--- src/hdl/macPkg.sv ---
package macPkg;

	localparam int opWidth = 30;
	localparam int accWidth = 60;
	localparam int multWidth = 32; // Wide enough for 3x the multiplicand

	// One radix-4 digit per iteration
	localparam int numIter = opWidth / 2;

	typedef enum logic [1:0] {
		opMul = 2'd0, // Result becomes the product
		opMac = 2'd1, // Product added to the accumulator
		opClr = 2'd2
	} macOp;

	typedef enum logic [1:0] {
		stIdle = 2'd0,
		stPre  = 2'd1, // Adder busy forming 3x multiplicand
		stIter = 2'd2,
		stDone = 2'd3
	} macState;

endpackage

--- src/hdl/rippleAdder60.sv ---
`timescale 1ns/1ps

module rippleAdder60 (
	input  logic [macPkg::accWidth-1:0] a,
	input  logic [macPkg::accWidth-1:0] b,
	output logic [macPkg::accWidth:0]   sum
);
	import macPkg::*;

	genvar i;
	generate
		for (i = 0; i < accWidth; i++) begin : gBit
			logic co; // Carry out of this bit cell

			if (i == 0) begin : gHalf
				// No carry into the LSB
				assign sum[i] = a[i] ^ b[i];
				assign co = a[i] & b[i];
			end else begin : gFull
				logic p;

				assign p = a[i] ^ b[i]; // Propagate
				assign sum[i] = p ^ gBit[i-1].co;
				assign co = (a[i] & b[i]) | (p & gBit[i-1].co);
			end
		end
	endgenerate

	assign sum[accWidth] = gBit[accWidth-1].co; // Carry-out of the MSB

endmodule

--- src/hdl/digitSelect.sv ---
`timescale 1ns/1ps

module digitSelect (
	input  logic                        clk,
	input  logic                        arstN,
	input  logic                        loadOps,
	input  logic                        preCalc,
	input  logic                        iterEn,
	input  logic [3:0]                  digitIdx,
	input  logic [macPkg::opWidth-1:0]  opA,
	input  logic [macPkg::opWidth-1:0]  opB,
	input  logic [macPkg::accWidth-1:0] acc,
	input  logic [macPkg::accWidth:0]   sum,
	output logic [macPkg::accWidth-1:0] addA,
	output logic [macPkg::accWidth-1:0] addB
);
	import macPkg::*;

	logic [opWidth-1:0]   mcand;  // Multiplicand
	logic [opWidth-1:0]   mplier; // Multiplier, scanned two bits at a time
	logic [multWidth-1:0] triple;
	logic [4:0]           shiftAmt;
	logic [1:0]           digit;
	logic [multWidth-1:0] multiple;

	always_ff @(posedge clk or negedge arstN) begin
		if (!arstN) begin
			mcand <= '0;
			mplier <= '0;
		end else if (loadOps) begin
			mcand <= opA;
			mplier <= opB;
		end
	end

	// The adder result during precalc is 2x + 1x
	always_ff @(posedge clk or negedge arstN) begin
		if (!arstN) begin
			triple <= '0;
		end else if (preCalc) begin
			triple <= sum[multWidth-1:0];
		end
	end

	assign shiftAmt = {digitIdx, 1'b0}; // Digit weight is 4^digitIdx
	assign digit = 2'(mplier >> shiftAmt);

	always_comb begin
		case (digit)
			2'd0: multiple = '0;
			2'd1: multiple = {2'b00, mcand};
			2'd2: multiple = {1'b0, mcand, 1'b0};
			default: multiple = triple;
		endcase
	end

	always_comb begin
		addA = acc;
		addB = '0;
		if (preCalc) begin
			addA = {{(accWidth-opWidth-1){1'b0}}, mcand, 1'b0};
			addB = {{(accWidth-opWidth){1'b0}}, mcand};
		end else if (iterEn) begin
			// Partial product lined up with its digit, added onto the running sum
			addB = {{(accWidth-multWidth){1'b0}}, multiple} << shiftAmt;
		end
	end

endmodule

--- src/hdl/accumulator.sv ---
`timescale 1ns/1ps

module accumulator (
	input  logic                        clk,
	input  logic                        arstN,
	input  logic                        accClr,
	input  logic                        accWrite,
	input  logic                        ovfClr,
	input  logic                        ovfEn,
	input  logic [macPkg::accWidth:0]   sum,
	output logic [macPkg::accWidth-1:0] acc,
	output logic                        ovf
);
	import macPkg::*;

	logic carryOut;

	assign carryOut = sum[accWidth];

	// Running sum, doubles as the result
	always_ff @(posedge clk or negedge arstN) begin
		if (!arstN) begin
			acc <= '0;
		end else if (accClr) begin
			acc <= '0;
		end else if (accWrite) begin
			acc <= sum[accWidth-1:0]; // Wraps modulo 2^60
		end
	end

	// Sticky until a clear
	always_ff @(posedge clk or negedge arstN) begin
		if (!arstN) begin
			ovf <= 1'b0;
		end else if (ovfClr) begin
			ovf <= 1'b0;
		end else if (ovfEn) begin
			ovf <= ovf | carryOut;
		end
	end

endmodule

--- src/hdl/macControl.sv ---
`timescale 1ns/1ps

module macControl (
	input  logic         clk,
	input  logic         arstN,
	input  logic         start,
	input  macPkg::macOp op,
	output logic         busy,
	output logic         done,
	output logic         loadOps,
	output logic         preCalc,
	output logic         iterEn,
	output logic         accClr,
	output logic         accWrite,
	output logic         ovfClr,
	output logic         ovfEn,
	output logic [3:0]   digitIdx
);
	import macPkg::*;

	macState state;
	macState nextState;
	logic    accept;
	logic    isMulOrMac;
	logic    lastDigit;
	logic    isMac; // Op of the operation in flight

	assign accept = start && (state == stIdle); // Starts while busy are dropped
	assign isMulOrMac = (op == opMul) || (op == opMac);
	assign lastDigit = (digitIdx == 4'(numIter - 1));

	always_comb begin
		nextState = state;
		case (state)
			stIdle: begin
				if (accept && op == opClr) begin
					nextState = stDone;
				end else if (accept && isMulOrMac) begin
					nextState = stPre;
				end
			end
			stPre: nextState = stIter;
			stIter: begin
				if (lastDigit) begin
					nextState = stDone;
				end
			end
			default: nextState = stIdle;
		endcase
	end

	always_ff @(posedge clk or negedge arstN) begin
		if (!arstN) begin
			state <= stIdle;
		end else begin
			state <= nextState;
		end
	end

	always_ff @(posedge clk or negedge arstN) begin
		if (!arstN) begin
			isMac <= 1'b0;
		end else if (accept) begin
			isMac <= (op == opMac);
		end
	end

	// Restarted in the precalc cycle so digit 0 comes first
	always_ff @(posedge clk or negedge arstN) begin
		if (!arstN) begin
			digitIdx <= '0;
		end else if (preCalc) begin
			digitIdx <= '0;
		end else if (iterEn) begin
			digitIdx <= digitIdx + 4'd1;
		end
	end

	assign busy = (state != stIdle);
	assign done = (state == stDone);
	assign loadOps = accept && isMulOrMac;
	assign accClr = accept && ((op == opClr) || (op == opMul));
	assign ovfClr = accept && (op == opClr);
	assign preCalc = (state == stPre);
	assign iterEn = (state == stIter);
	assign accWrite = iterEn;
	assign ovfEn = iterEn && isMac; // MUL never carries out

endmodule

--- src/hdl/macTop.sv ---
`timescale 1ns/1ps

module macTop (
	input  logic                        clk,
	input  logic                        arstN,
	input  logic                        start,
	input  macPkg::macOp                op,
	input  logic [macPkg::opWidth-1:0]  opA,
	input  logic [macPkg::opWidth-1:0]  opB,
	output logic                        busy,
	output logic                        done,
	output logic [macPkg::accWidth-1:0] result,
	output logic                        ovf
);
	import macPkg::*;

	logic                loadOps;
	logic                preCalc;
	logic                iterEn;
	logic [3:0]          digitIdx;
	logic                accClr;
	logic                accWrite;
	logic                ovfClr;
	logic                ovfEn;
	logic [accWidth-1:0] addA;
	logic [accWidth-1:0] addB;
	logic [accWidth:0]   sum; // Shared adder output with carry-out

	macControl u_macControl (
		.clk      (clk),
		.arstN    (arstN),
		.start    (start),
		.op       (op),
		.busy     (busy),
		.done     (done),
		.loadOps  (loadOps),
		.preCalc  (preCalc),
		.iterEn   (iterEn),
		.accClr   (accClr),
		.accWrite (accWrite),
		.ovfClr   (ovfClr),
		.ovfEn    (ovfEn),
		.digitIdx (digitIdx)
	);

	digitSelect u_digitSelect (
		.clk      (clk),
		.arstN    (arstN),
		.loadOps  (loadOps),
		.preCalc  (preCalc),
		.iterEn   (iterEn),
		.digitIdx (digitIdx),
		.opA      (opA),
		.opB      (opB),
		.acc      (result), // Accumulator fed back as the addend
		.sum      (sum),
		.addA     (addA),
		.addB     (addB)
	);

	rippleAdder60 u_rippleAdder60 (
		.a   (addA),
		.b   (addB),
		.sum (sum)
	);

	accumulator u_accumulator (
		.clk      (clk),
		.arstN    (arstN),
		.accClr   (accClr),
		.accWrite (accWrite),
		.ovfClr   (ovfClr),
		.ovfEn    (ovfEn),
		.sum      (sum),
		.acc      (result),
		.ovf      (ovf)
	);

endmodule

--- config.mk ---
export PLATFORM = sky130hd
export DESIGN_NAME = macTop
export DESIGN_NICKNAME = d
export VERILOG_FILES = /design/src/hdl/macPkg.sv /design/src/hdl/rippleAdder60.sv /design/src/hdl/digitSelect.sv /design/src/hdl/accumulator.sv /design/src/hdl/macControl.sv /design/src/hdl/macTop.sv
export SDC_FILE = /design/constraint.sdc
export NUM_CORES = 1
export LEC_CHECK = 0
export BUFFER_PORTS_ARGS = -buffer_cell sky130_fd_sc_hd__buf_2
export CAP_MARGIN = 5
export CORE_MARGIN = 2
export CORE_UTILIZATION = 56
export CTS_BUF_LIST = sky130_fd_sc_hd__clkbuf_16
export CTS_CLUSTER_SIZE = 40
export DETAILED_ROUTE_END_ITERATION = 8
export MAX_ROUTING_LAYER = met4
export PLACE_DENSITY = 0.89
export SLEW_MARGIN = 20
export SYNTH_ARGS = -nofsm -noshare
export SYNTH_HDL_FRONTEND = slang
export SYNTH_SLANG_ARGS = --single-unit
--- constraint.sdc ---
create_clock -name clk -period 30.5 [get_ports clk]
set_input_delay 6.1 -clock clk [delete_from_list [all_inputs] [get_ports clk]]
set_output_delay 6.1 -clock clk [all_outputs]
set_load 0.02 [all_outputs]
==> impl_metrics.env <==
export IMPL_outcome="finished, final reports clean"
export IMPL_timing_rr_start="u_macControl.digitIdx[0]"
export IMPL_syn_inst=1187
export IMPL_numCtsBuffers=17
export IMPL_crit_path_max_incr_delay_ps=630
export IMPL_yosys_area_top_type="dfrtp_1"
export IMPL_place_hpwl_mm=27.31
export IMPL_die_h_um=149.3
export IMPL_port_buffers=127
export IMPL_hold_viol=0
export IMPL_async_reset_ff_share_pct=100.0
export IMPL_yosys_warnings=0
export IMPL_cp_required_ps=30830
export IMPL_fin_setup_tns_ps=0
export IMPL_whs_path_depth=1
export IMPL_n_antenna_cell=0
export IMPL_start_util_pct=56.56
export IMPL_final_period_utilization_pct=79.73
export IMPL_routed_wirelength_mm=37.34
export IMPL_io_pins=128
export IMPL_vias_per_cell=6.558
export IMPL_clk_pin_slew_ps=60
export IMPL_htreeDepth=4
export IMPL_critical_path_class="reg2reg"
export IMPL_cts_resized=0
export IMPL_grt_pass1_vias=9894
export IMPL_drive_gt1_share_pct=25.26
export IMPL_yosys_register_bits=160
export IMPL_cts_tree="done"
export IMPL_first_pass_iters=7
export IMPL_synthTopCellsByArea="dfrtp_1 34%, mux2_2 11%, mux2i_1 10%"
export IMPL_synthesis_area_mm2=0.01182
export IMPL_die_area_mm2=0.02228
export IMPL_grt_max_degree=91
export IMPL_critical_path_arrival_ps=24650
export IMPL_rsz0062_at_grt="no"
export IMPL_crit_slowest_cell="mux4_2"
export IMPL_final_nets=1390
export IMPL_routabilityCongestion=1.068
export IMPL_num_rows=53
export IMPL_synth_common_cells="160 x dfrtp_1, 142 x nand2_1, 119 x mux2i_1"
export IMPL_area_delta_synth_final_pct=11.69
export IMPL_yosysMostFrequentCell="dfrtp_1"
export IMPL_synth_top_area_share_pct=33.89
export IMPL_multi_input_area_mm2=0.007303
export IMPL_finClkSkew_ps=13.39
export IMPL_fin_crit_ps=24320
export IMPL_core_mm2=0.02089
export IMPL_r2r_cells=70
export IMPL_slew_headroom_pct=40.29
export IMPL_synth_ff_type="dfrtp_1"
export IMPL_cts_setup_buffers=0
export IMPL_slew_violations=0
export IMPL_whs_endpoint="u_digitSelect.mplier[13]"
export IMPL_fill_cells=1703
export IMPL_cts_buffer_depth=2
export IMPL_seqCellArea_mm2=0.004009
export IMPL_hold_class="reg2reg"
export IMPL_overflow=0
export IMPL_synth_seq_area_share_pct=33.89
export IMPL_cpMostUsedCell="fa_1"
export IMPL_cp_max_fo=64
export IMPL_hold_start="u_digitSelect.mplier[13]"
export IMPL_max_clock_freq_ghz=0.04112
export IMPL_clock_sinks=160
export IMPL_setup_violations=0
export IMPL_cap_violations=0
export IMPL_hold_buffers=0
export IMPL_wire_per_inst_um=24.16
export IMPL_worstSkewPairLatency_ps=430
export IMPL_reg2reg_to="u_accumulator.acc[59]"
export IMPL_syn_area_per_cell_um2=9.954
export IMPL_antenna_found_initial=0
export IMPL_cts_root_buffer="clkbuf_16"
export IMPL_cp_end_kind="register"
export IMPL_worstMarginPinSlew_ps=870.8
export IMPL_synth_cell_types=64
export IMPL_track_usage_pct=35.26
export IMPL_dr_total_vias=10140
export IMPL_drtIter0Drc=1239
export IMPL_grt_pass1_wl_mm=57.88
export IMPL_start_kind="register"
export IMPL_syn_nets=1318
export IMPL_rrSetupSlack_ps=6180
export IMPL_synth_edf_count=0
export IMPL_drcViolationCount=0
export IMPL_dieWidth_um=149.3
export IMPL_ant_nets=0
flip-flops by register name, summed over array words and instances (netlist names):
name / flops
u_accumulator.acc: 60
u_accumulator.ovf: 1
u_digitSelect.mcand: 30
u_digitSelect.mplier: 30
u_digitSelect.triple: 32
u_macControl.digitIdx: 4
u_macControl.isMac: 1
u_macControl.state: 2
critical path: cells and delay by family, from the launching register on:
family                   cells  cell delay, ps
multiplexers                 3            1120
AND/OR/NAND/NOR              3             560
AO/OA/AOI/OAI                3             720
adder cells (fa/ha/maj)     58           20210
flip-flops                   1             340
buffers and inverters        3            1190
cell type report:
cell class / count / area share [%]
repair buffers: 151 / 6.229
multi-input cells: 895 / 55.34
clock buffers: 17 / 3.224
well taps: 275 / 2.607
clock inverters: 14 / 1.252
flip-flops and latches: 160 / 30.38
inverters: 34 / 0.9671
placed cells by master (no fill, tap or decap), types with 5 or more instances in the layout:
cell       instances
o21ai_1            5
inv_1             34
o2bb2ai_1         24
nand3_1            7
o211ai_1           6
o21ai_0           41
nand2b_1          32
nor2_1           112
buf_2            126
nand2_1          142
nor2b_1            6
nor3_1             8
a211oi_1          53
or3_1              5
fa_1              59
dfrtp_1          156
a2bb2oi_1          6
buf_4             24
ha_1               5
clkbuf_16         17
mux4_2             6
a21o_1             7
a221o_1            6
a22oi_1           13
mux2i_1          119
o221ai_1          10
a311oi_1          24
o22ai_1            8
mux2_2           114
a21oi_1           18
through the flow:
step / area, um^2 / hold slack (ps) / setup slack [ps] / util (%) / cells
detailed placement: 12610 / 495.6 / 6194 / 60.35 / 1515
global placement: 12610 / 485.0 / 6554 / 60.35 / 1515
global route: 13200 / 527.3 / 5141 / 63.17 / 1546
finish: 13200 / 503.9 / 6182 / 63.17 / 1546
CTS: 13200 / 508.1 / 6039 / 63.17 / 1546
floorplan: 11820 / 450.9 / 8173 / - / 1187
logic make-up (layout without fill, tap and decap cells):
logic type | after synthesis | after routing | synth area share, %
compound gates | 260 | 260 | 16.34
fa+ha+maj | 66 | 66 | 10.74
buf+inv | 132 | 216 | 4.660
flops | 160 | 160 | 33.89
mux | 242 | 242 | 22.60
simple gates | 327 | 327 | 11.78
metal layers:
layer / up-vias / part of all wire (%) / global-route usage (%)
met3: 71 / 8.0 / 5.260
li1: 4428 / - / -
met1: 5060 / 41 / 47.10
met2: 580 / 48 / 55.83
met4: 0 / 2.7 / 11.33
met5: - / 0 / -
worst max-delay path by stage:
stage | from | end | slack, ps | cells past startpoint
floorplan | u_macControl.digitIdx[0] | u_accumulator.acc[59] | 8170 | 70
global placement | u_macControl.digitIdx[0] | u_accumulator.acc[59] | 6550 | 69
detailed placement | u_macControl.digitIdx[0] | u_accumulator.acc[59] | 6190 | 69
CTS | u_macControl.digitIdx[0] | u_accumulator.acc[59] | 6040 | 69
global route | u_macControl.digitIdx[0] | u_accumulator.acc[59] | 5140 | 70
finish | u_macControl.digitIdx[0] | u_accumulator.acc[59] | 6180 | 70
Power is not shown: default switching activity piles up to over one toggle a cycle in this logic, so the estimate is an artifact.
